<file path="config.mk">
export PLATFORM = sky130hd
export DESIGN_NAME = mem_cmd_arbiter_flat
export DESIGN_NICKNAME = d
export VERILOG_FILES = /design/src/hw/mem_cmd_pkg.sv /design/src/hw/mem_bus_if.sv /design/src/hw/mem_cmd_arbiter.sv /design/src/flat_wrapper.sv
export SDC_FILE = /design/constraint.sdc
export NUM_CORES = 1
export LEC_CHECK = 0
export BUFFER_PORTS_ARGS = -buffer_cell sky130_fd_sc_hd__buf_2
export CORE_MARGIN = 5
export CORE_UTILIZATION = 35
export CTS_CLUSTER_DIAMETER = 40
export DETAILED_ROUTE_END_ITERATION = 10
export PLACE_DENSITY = 0.71
export SYNTH_ARGS = -nofsm -noshare
export SYNTH_HDL_FRONTEND = slang
export SYNTH_SLANG_ARGS = --single-unit
</file>
<file path="constraint.sdc">
create_clock -name clk -period 3.6 [get_ports clk]
set_input_delay 0 -clock clk [delete_from_list [all_inputs] [get_ports clk]]
set_output_delay 0 -clock clk [all_outputs]
set_load 0.005 [all_outputs]
</file>
<file path="src/hw/mem_cmd_pkg.sv">
package mem_cmd_pkg;

    // byte address and word widths
    localparam int ADDR_W = 32;
    localparam int DATA_W = 32;

    // unified memory geometry
    localparam int MEM_WORDS = 256;
    localparam int MEM_IDX_W = $clog2(MEM_WORDS);

    // cycles from read acceptance to response, two or more
    localparam int MEM_READ_LATENCY = 2;
    localparam int LAT_CNT_W = $clog2(MEM_READ_LATENCY + 1);

    typedef logic [ADDR_W-1:0] addr_t;
    typedef logic [DATA_W-1:0] word_t;

    // arbiter controller states
    //   WAIT_CMD         idle, new requests go straight to the memory
    //   WAIT_READY       memory busy, saved request is held on the bus
    //   WAIT_READ_VALID  read accepted, waiting for the response strobe
    typedef enum logic [1:0] {
        WAIT_CMD,
        WAIT_READY,
        WAIT_READ_VALID
    } arb_state_t;

endpackage

</file>
<file path="src/hw/mem_bus_if.sv">
`timescale 1ns/1ps

// request channel, arbiter to memory
interface mem_req_if;
    import mem_cmd_pkg::*;

    logic  valid;
    logic  ready;
    logic  wen;
    addr_t addr;
    word_t wdata;

    modport master (
        output valid,
        output wen,
        output addr,
        output wdata,
        input  ready
    );

    modport slave (
        input  valid,
        input  wen,
        input  addr,
        input  wdata,
        output ready
    );

endinterface

// read response channel, memory to arbiter
// no back-pressure, valid is a one-cycle strobe
interface mem_resp_if;
    import mem_cmd_pkg::*;

    logic  valid;
    word_t rdata;

    modport source (
        output valid,
        output rdata
    );

    modport sink (
        input valid,
        input rdata
    );

endinterface

</file>
<file path="src/hw/mem_cmd_arbiter.sv">
`timescale 1ns/1ps

module mem_cmd_arbiter (
    input  logic               clk,
    input  logic               rst_n,

    input  logic               ireq_valid,
    input  mem_cmd_pkg::addr_t ireq_addr,
    output logic               ireq_ready,

    output logic               iresp_valid,
    output mem_cmd_pkg::addr_t iresp_addr,
    output mem_cmd_pkg::word_t iresp_inst,

    input  logic               dreq_valid,
    input  logic               dreq_wen,
    input  mem_cmd_pkg::addr_t dreq_addr,
    input  mem_cmd_pkg::word_t dreq_wdata,
    output logic               dreq_ready,

    output logic               dresp_valid,
    output mem_cmd_pkg::addr_t dresp_addr,
    output mem_cmd_pkg::word_t dresp_rdata,

    mem_req_if.master          mem_req,
    mem_resp_if.sink           mem_resp
);
    import mem_cmd_pkg::*;

    arb_state_t state;
    arb_state_t state_next;

    // requests saved at the accepting edge
    logic  sireq_valid;
    addr_t sireq_addr;
    logic  sdreq_valid;
    logic  sdreq_wen;
    addr_t sdreq_addr;
    word_t sdreq_wdata;

    logic resp_cycle;
    logic both_saved;
    logic req_ready;
    logic take_new;
    logic chain_dreq;
    logic use_saved;
    logic pick_i;

    // the memory answers the read we are waiting for
    assign resp_cycle = (state == WAIT_READ_VALID) && mem_resp.valid;
    assign both_saved = sireq_valid && sdreq_valid;

    // new requests only where they can be issued right away
    assign req_ready = (state == WAIT_CMD) || (resp_cycle && !both_saved);
    assign take_new  = req_ready && (ireq_valid || dreq_valid);

    // fetch finishing with a data request still saved behind it
    assign chain_dreq = resp_cycle && both_saved;
    assign use_saved  = (state == WAIT_READY) || chain_dreq;

    // instruction side wins whenever it has something pending
    assign pick_i = use_saved ? (sireq_valid && !chain_dreq) : ireq_valid;

    assign ireq_ready = req_ready;
    assign dreq_ready = req_ready;

    always_comb begin
        mem_req.valid = 1'b0;
        mem_req.wen   = 1'b0;
        mem_req.addr  = sdreq_addr;
        mem_req.wdata = sdreq_wdata;
        if (use_saved) begin
            mem_req.valid = pick_i || sdreq_valid;
            mem_req.wen   = !pick_i && sdreq_wen;
            mem_req.addr  = pick_i ? sireq_addr : sdreq_addr;
        end else if (req_ready) begin
            // pass-through of the live requests
            mem_req.valid = ireq_valid || dreq_valid;
            mem_req.wen   = !pick_i && dreq_wen;
            mem_req.addr  = pick_i ? ireq_addr : dreq_addr;
            mem_req.wdata = dreq_wdata;
        end
    end

    always_comb begin
        state_next = state;
        if (mem_req.valid) begin
            if (!mem_req.ready) begin
                state_next = WAIT_READY;
            end else if (!mem_req.wen) begin
                state_next = WAIT_READ_VALID;
            end else begin
                // a write is only issued with nothing left behind it
                state_next = WAIT_CMD;
            end
        end else if (resp_cycle || (state == WAIT_READY)) begin
            state_next = WAIT_CMD;
        end
    end

    always_ff @(posedge clk or negedge rst_n) begin
        if (!rst_n) begin
            state       <= WAIT_CMD;
            sireq_valid <= 1'b0;
            sdreq_valid <= 1'b0;
        end else begin
            state <= state_next;
            if (take_new) begin
                sireq_valid <= ireq_valid;
                sdreq_valid <= dreq_valid;
            end else if (chain_dreq) begin
                // data request takes the memory once the fetch is done
                sireq_valid <= 1'b0;
            end
        end
    end

    always_ff @(posedge clk) begin
        if (take_new) begin
            sireq_addr  <= ireq_addr;
            sdreq_wen   <= dreq_wen;
            sdreq_addr  <= dreq_addr;
            sdreq_wdata <= dreq_wdata;
        end
    end

    // response goes to whoever owns the read in flight
    assign iresp_valid = resp_cycle && sireq_valid;
    assign iresp_addr  = sireq_addr;
    assign iresp_inst  = mem_resp.rdata;

    assign dresp_valid = resp_cycle && !sireq_valid;
    assign dresp_addr  = sdreq_addr;
    assign dresp_rdata = mem_resp.rdata;

    // stalled request holds until the memory takes it
    a_req_stable: assert property (
        @(posedge clk) disable iff (!rst_n)
        mem_req.valid && !mem_req.ready |=>
            mem_req.valid && $stable(mem_req.addr) &&
            $stable(mem_req.wen) && $stable(mem_req.wdata)
    );

    // each memory response finds a waiting owner and raises exactly one strobe
    a_resp_owned: assert property (
        @(posedge clk) disable iff (!rst_n)
        mem_resp.valid |-> (state == WAIT_READ_VALID)
    );

endmodule

</file>
<file path="src/flat_wrapper.sv">
// flat-port wrapper written by rule: the top's interface ports become plain ports
module mem_cmd_arbiter_flat import mem_cmd_pkg::*;
  (clk, rst_n, ireq_valid, ireq_addr, ireq_ready, iresp_valid, iresp_addr, iresp_inst, dreq_valid, dreq_wen, dreq_addr, dreq_wdata, dreq_ready, dresp_valid, dresp_addr, dresp_rdata, mem_req_valid, mem_req_wen, mem_req_addr, mem_req_wdata, mem_req_ready, mem_resp_valid, mem_resp_rdata);
  mem_req_if mem_req_i ();
  mem_resp_if mem_resp_i ();
  input  logic clk;
  input  logic rst_n;
  input  logic ireq_valid;
  input  mem_cmd_pkg::addr_t ireq_addr;
  output logic ireq_ready;
  output logic iresp_valid;
  output mem_cmd_pkg::addr_t iresp_addr;
  output mem_cmd_pkg::word_t iresp_inst;
  input  logic dreq_valid;
  input  logic dreq_wen;
  input  mem_cmd_pkg::addr_t dreq_addr;
  input  mem_cmd_pkg::word_t dreq_wdata;
  output logic dreq_ready;
  output logic dresp_valid;
  output mem_cmd_pkg::addr_t dresp_addr;
  output mem_cmd_pkg::word_t dresp_rdata;
  output wire logic [$bits(mem_req_i.valid)-1:0] mem_req_valid;
  output wire logic [$bits(mem_req_i.wen)-1:0] mem_req_wen;
  output wire logic [$bits(mem_req_i.addr)-1:0] mem_req_addr;
  output wire logic [$bits(mem_req_i.wdata)-1:0] mem_req_wdata;
  input wire logic [$bits(mem_req_i.ready)-1:0] mem_req_ready;
  input wire logic [$bits(mem_resp_i.valid)-1:0] mem_resp_valid;
  input wire logic [$bits(mem_resp_i.rdata)-1:0] mem_resp_rdata;
  assign mem_req_valid = mem_req_i.valid;
  assign mem_req_wen = mem_req_i.wen;
  assign mem_req_addr = mem_req_i.addr;
  assign mem_req_wdata = mem_req_i.wdata;
  assign mem_req_i.ready = mem_req_ready;
  assign mem_resp_i.valid = mem_resp_valid;
  assign mem_resp_i.rdata = mem_resp_rdata;
  mem_cmd_arbiter u_core (.clk(clk), .rst_n(rst_n), .ireq_valid(ireq_valid), .ireq_addr(ireq_addr), .ireq_ready(ireq_ready), .iresp_valid(iresp_valid), .iresp_addr(iresp_addr), .iresp_inst(iresp_inst), .dreq_valid(dreq_valid), .dreq_wen(dreq_wen), .dreq_addr(dreq_addr), .dreq_wdata(dreq_wdata), .dreq_ready(dreq_ready), .dresp_valid(dresp_valid), .dresp_addr(dresp_addr), .dresp_rdata(dresp_rdata), .mem_req(mem_req_i), .mem_resp(mem_resp_i));
endmodule
</file>
==> results of run 1 <==
## power groups by stage
stage	Combinational (W)	Clock, W	Sequential, W
2_1_floorplan	0.00178	0	0.00195
3_3_place_gp	0.00277	0	0.00196
3_5_place_dp	0.00281	0	0.00198
4_1_cts	0.00291	0.000911	0.00196
5_1_grt	0.00315	0.000956	0.00200
6_report	0.00292	0.000878	0.00197
## stage by stage
step                util [%]  hold slack (ns)
detailed placement      41.3           -0.184
CTS                     50.1        0.0000507
floorplan                  -           -0.296
finish                  50.1       0.00000250
global placement        41.3           -0.189
global route            50.1        0.0000119
## cells in the final DEF, fill, tap and decap left out, drive strengths merged, types with 2 or more instances in the layout
| cell type | Yosys | layout |
|---|---|---|
| dfrtp | 4 | 4 |
| nand2b | 2 | 2 |
| dlygate4sd3 | 0 | 101 |
| o21ai | 34 | 34 |
| inv | 3 | 4 |
| nor3 | 2 | 2 |
| nand2 | 4 | 4 |
| o22ai | 32 | 32 |
| buf | 89 | 243 |
| edfxtp | 97 | 97 |
| clkbuf | 6 | 10 |
| a31oi | 32 | 32 |
| nor2 | 2 | 2 |
| mux2 | 33 | 33 |
| nand3 | 34 | 34 |
| a21boi | 2 | 2 |
| clkinv | 0 | 4 |
| a22o | 2 | 2 |
| a22oi | 3 | 3 |
## worst max-delay path, delay by kind of cell, from the launching register on
kind	cells	cell delay, ns
buf+inv	2	0.73
flops	1	0.52
compound gates	2	0.78
mux	1	0.40
## flip-flops by register name, indices dropped and copies added, names as in the netlist
signal              count
u_core.state            2
u_core.sireq_valid      1
u_core.dresp_addr      32
u_core.sdreq_wdata     32
u_core.sdreq_valid      1
u_core.sdreq_wen        1
u_core.iresp_addr      32
## logic make-up after synthesis
family	count (synthesis)
AND/OR/NAND/NOR	49
buffers and inverters	98
flip-flops	101
AO/OA/AOI/OAI	113
multiplexers	33
## area by class of cell
class / count / share of cell area [%]
clock buffers: 10 / 3.16
clock inverters: 6 / 0.517
inverters: 3 / 0.155
flip-flops and latches: 101 / 41.5
repair buffers: 344 / 31.1
multi-input cells: 195 / 20.4
well taps: 184 / 3.17
## per-layer routing
layer | part of all wire (%) | vias up | global-route usage (%)
li1 | - | 1976 | -
met1 | 36 | 2053 | 20.8
met2 | 50 | 338 | 31.3
met3 | 9.7 | 62 | 6.46
met4 | 4.0 | 0 | 8.29
met5 | 0 | - | 0
## timing repair
action                                  in CTS  in global routing
endpoints found under the hold margin      104                  0
endpoints found under the setup margin       0                  0
hold buffers                               101                  0
## worst min path at each step
stage,from,end
finish,mem_resp_rdata[5],dresp_rdata[5]
floorplan,rst_n,u_core.sdreq_valid
CTS,mem_resp_rdata[10],dresp_rdata[10]
detailed placement,rst_n,u_core.state[1]
global placement,rst_n,u_core.state[1]
global route,mem_resp_rdata[26],dresp_rdata[26]
==> results.sh, run 1 <==
export IMPL_yosys_warnings=0
export IMPL_switchingPower_w=0.00224
export IMPL_synth_adder_area_share_pct=0
export IMPL_yosys_area_share_simple_pct=4.90
export IMPL_antenna_found_initial=0
export IMPL_min_period_ns=2.82
export IMPL_post_place_ws_ns=1.16
export IMPL_worst_endpoint_required_ns=3.60
export IMPL_hpwl_mm=10.6
export IMPL_worstPathCellList="a21boi_2 -> o21ba_4 -> buf_4 -> mux2_2 -> buf_2"
export IMPL_post_cts_buffers=0
export IMPL_area_delta_synth_final_pct=40.6
export IMPL_critPathMaxStageDelay_ns=0.60
export IMPL_fmax_ghz=0.355
export IMPL_r2r_start="u_core.sireq_valid"
export IMPL_fillCellCount=1248
export IMPL_final_cells=843
export IMPL_period_share_pct=78.2
export IMPL_worstMarginPinSlew_ns=1.26
export IMPL_die_area_mm2=0.0173
export IMPL_reg2reg_depth=5
export IMPL_synth_cell_types=38
export IMPL_numClockSinks=101
export IMPL_leakagePower_nw=3.02
export IMPL_place_congestion=0.788
export IMPL_r2r_end="u_core.sireq_valid"
export IMPL_hold_path_class="primary input to output pin"
export IMPL_multi_input_area_mm2=0.00148
export IMPL_outcome="finished, final reports clean"
export IMPL_ir_worst_vdd_uv=526
export IMPL_first_pass_iters=5
export IMPL_muxShareOfSynthArea_pct=9.31
export IMPL_async_reset_ff_share_pct=3.96
export IMPL_path_max_fanout=41
export IMPL_dpl_cell_area_mm2=0.00598
export IMPL_clk_latency_ns=0.34
export IMPL_grt_pass1_wl_mm=25.5
export IMPL_crit_type="flop to output pin"
export IMPL_synthTopCellsByCount="edfxtp_1 (97), buf_4 (70), nand3_1 (34)"
export IMPL_syn_area_mm2=0.00516
export IMPL_cts_resized=0
export IMPL_critPathLaunch="u_core.sireq_valid"
export IMPL_antenna_cells=0
export IMPL_synth_top_area_cell="edfxtp_1"
export IMPL_seq_area_mm2=0.00301
export IMPL_synthXorXnorAreaFrac_pct=0
export IMPL_seq_power_share_pct=34.1
export IMPL_cts_root_buf="clkbuf_16"
export IMPL_switching_share_pct=38.8
export IMPL_core_mm2=0.0145
export IMPL_setup_slack_ns=0.783
export IMPL_grt_usage_pct=18.4
export IMPL_syn_inst=394
export IMPL_grt_remaining_overflow=0
export IMPL_arrival_ns=2.82
export IMPL_place_inst=726
export IMPL_finClkSkew_ns=0.00671
export IMPL_io_buffers=236
export IMPL_hold_depth=0
export IMPL_p_comb_share_pct=50.7
export IMPL_setup_tns_ns=0
export IMPL_wire_per_inst_um=19.6
export IMPL_ys_seq_area_share_pct=58.4
export IMPL_cts_buffer_depth=2
export IMPL_clockPowerShare_pct=15.2
export IMPL_cts_tree="yes"
export IMPL_io_pins=333
export IMPL_syn_area_per_cell_um2=13.1
export IMPL_synth_top_family_by_area="compound AO/OA/AOI/OAI gates"
export IMPL_maxSlewViolCount=0
export IMPL_synthesis_nets=529
export IMPL_finalWirelength_mm=16.5
export IMPL_relSlewSlack_pct=15.7
export IMPL_num_rows=44
export IMPL_yosys_top_cells_area="edfxtp_1 (56%), buf_4 (10%), mux2_4 (8.4%)"
export IMPL_drt_iter0_drc=214
export IMPL_fin_area_mm2=0.00725
export IMPL_die_h_um=131
export IMPL_final_antenna_net_count=0
export IMPL_drive_gt1_share_pct=45.1
export IMPL_synth_ff_type="edfxtp_1"
export IMPL_clk_pin_slew_ns=0.06
export IMPL_first_global_vias=4721
export IMPL_initial_core_util_pct=35.6
export IMPL_synth_top_cell_area_share_pct=56.5
export IMPL_rsz0062_at_grt="no"
export IMPL_setup_viol=0
export IMPL_final_nets=789
export IMPL_end_kind="output pin"
export IMPL_cp_slowest_cell="buf_4"
export IMPL_crit_path_start_kind="flop"
export IMPL_r2r_slack_ns=1.18
export IMPL_synth_most_common_cell="edfxtp_1"
export IMPL_h_tree_depth=3
export IMPL_cts_buffers=9
export IMPL_synth_edff_count=97
export IMPL_grt_start_max_net_pins=59
export IMPL_drc=0
export IMPL_power_density_mw_per_mm2=795
export IMPL_drv_cap=0
export IMPL_vias=4429
export IMPL_vias_per_cell=5.25
export IMPL_synth_compound_area_share_pct=13.9
export IMPL_timing_hold_violations_final=0
export IMPL_dieWidth_um=131
export IMPL_p_int_w=0.00353
export IMPL_worstSetupEndpoint="mem_req_wdata[0]"
export IMPL_p_total_w=0.00577
export IMPL_synth_seq_cells=101
Power figures use the tool's default switching activity.
==> run 2: changes to the inputs <==
- PLACE_DENSITY: 0.71 -> 0.68
- clock period: 3.6 -> 2.7 ns (I/O delays scaled with it)
==> results.sh, run 2 (synthesis gave the netlist of run 1 again) <==
export IMPL_first_global_vias=4804
export IMPL_end_kind="output pin"
export IMPL_first_pass_iters=4
export IMPL_crit_type="flop to output pin"
export IMPL_worst_endpoint_required_ns=2.70
export IMPL_utilization_pct=50.9
export IMPL_power_density_mw_per_mm2=1080
export IMPL_num_rows=44
export IMPL_cts_root_buf="clkbuf_16"
export IMPL_setup_tns_ns=0
export IMPL_drt_iter0_drc=246
export IMPL_numClockSinks=101
export IMPL_grt_pass1_wl_mm=26.0
export IMPL_drc=0
export IMPL_grt_start_max_net_pins=50
export IMPL_crit_path_start_kind="flop"
export IMPL_hpwl_mm=11.4
export IMPL_core_mm2=0.0145
export IMPL_wire_per_inst_um=19.9
export IMPL_ir_worst_vdd_uv=618
export IMPL_cp_slowest_cell="dfrtp_1"
export IMPL_maxSlewViolCount=0
export IMPL_final_common_cell="buf_2"
export IMPL_area_delta_synth_final_pct=42.9
export IMPL_crit_family="compound AO/OA/AOI/OAI gates"
export IMPL_relSlewSlack_pct=58.1
export IMPL_dieWidth_um=131
export IMPL_io_pins=333
export IMPL_io_buffers=236
export IMPL_setup_viol=0
export IMPL_fillCellCount=1249
export IMPL_worstPathCellList="nor2_2 -> a22o_1 -> buf_4 -> o21ai_0 -> a31oi_1 -> buf_2"
export IMPL_critPathMaxStageDelay_ns=0.53
export IMPL_final_antenna_net_count=0
export IMPL_initial_core_util_pct=35.6
export IMPL_min_period_ns=2.47
export IMPL_period_share_pct=91.3
export IMPL_outcome="finished, final reports clean"
export IMPL_drive_gt1_share_pct=45.6
export IMPL_path_max_fanout=20
export IMPL_cts_buffer_depth=2
export IMPL_hold_path_class="primary input to output pin"
export IMPL_die_h_um=131
export IMPL_antenna_found_initial=0
export IMPL_drv_cap=0
export IMPL_rsz0062_at_grt="no"
export IMPL_worstMarginPinSlew_ns=0.628
export IMPL_cts_resized=0
export IMPL_finClkSkew_ns=0.00569
export IMPL_fmax_ghz=0.406
export IMPL_h_tree_depth=3
export IMPL_die_area_mm2=0.0173
export IMPL_vias_per_cell=5.14
export IMPL_clk_pin_slew_ns=0.07
export IMPL_final_cell_mix="buf_2 (236), dlygate4sd3_1 (102), edfxtp_1 (97), nand3_1 (34)"
export IMPL_place_congestion=0.812
export IMPL_grt_usage_pct=18.7
export IMPL_leakagePower_nw=3.07
export IMPL_p_total_w=0.00796
export IMPL_crit_buf_inv=2
export IMPL_clk_latency_ns=0.34
export IMPL_cts_tree="yes"
export IMPL_final_nets=795
export IMPL_antenna_cells=0
export IMPL_timing_hold_violations_final=0
export IMPL_vias=4368
export IMPL_arrival_ns=2.47
export IMPL_finalWirelength_mm=16.9
export IMPL_cts_buffers=9
export IMPL_grt_remaining_overflow=0
## run 2: final timing paths
| check | to | start | cells after the start | slack [ns] |
|---|---|---|---|---|
| setup / recovery | mem_req_addr[10] | u_core.state[1] | 6 | 0.23 |
| hold / removal | iresp_inst[12] | mem_resp_rdata[12] | 0 | 0.000003 |
| setup reg to reg | u_core.sdreq_wdata[6] | u_core.sireq_valid | 4 | 0.57 |
| hold reg to reg | u_core.sdreq_valid | u_core.sdreq_valid | 1 | 0.71 |
| max in group asynchronous | u_core.sdreq_valid | rst_n | 4 | 1.46 |
| min in group asynchronous | u_core.state[1] | rst_n | 3 | 0.55 |
## run 2: metrics by stage
stage | hold WS [ns] | area (um^2) | setup slack, ns | instances
floorplan | -0.296 | 5170 | 0.356 | 394
global placement | -0.191 | 6040 | 0.676 | 731
detailed placement | -0.188 | 6040 | 0.579 | 731
CTS | 0.0000507 | 7380 | 0.229 | 849
global route | 0.0000122 | 7380 | 0.123 | 849
finish | 0.00000291 | 7380 | 0.234 | 849
## run 2: area by class of cell
type / count / area, um^2 / area share, %
flip-flops and latches: 101 / 3010 / 40.8
clock buffers: 9 / 225 / 3.05
well taps: 184 / 230 / 3.12
repair buffers: 350 / 2330 / 31.6
inverters: 3 / 11.3 / 0.153
multi-input cells: 195 / 1480 / 20.0
clock inverters: 7 / 90.1 / 1.22
## run 2: where the power goes
part / switching, W / internal, W / total, W
registers: 0.000290 / 0.00234 / 0.00263
logic: 0.00213 / 0.00184 / 0.00397
clock network: 0.000560 / 0.000806 / 0.00137
## run 2: per-layer routing
layer / GRT usage, % / vias to the layer above / part of all wire (%)
li1: - / 1996 / -
met4: 7.94 / 0 / 2.7
met2: 33.1 / 261 / 52
met5: 0 / - / 0
met3: 5.20 / 46 / 8.2
met1: 21.1 / 2065 / 37
## run 2: what timing repair did
action / 4_1_cts / 5_1_grt
hold endpoints to repair: 104 / 0
hold buffers: 102 / 0
buffers inserted: 0 / 0
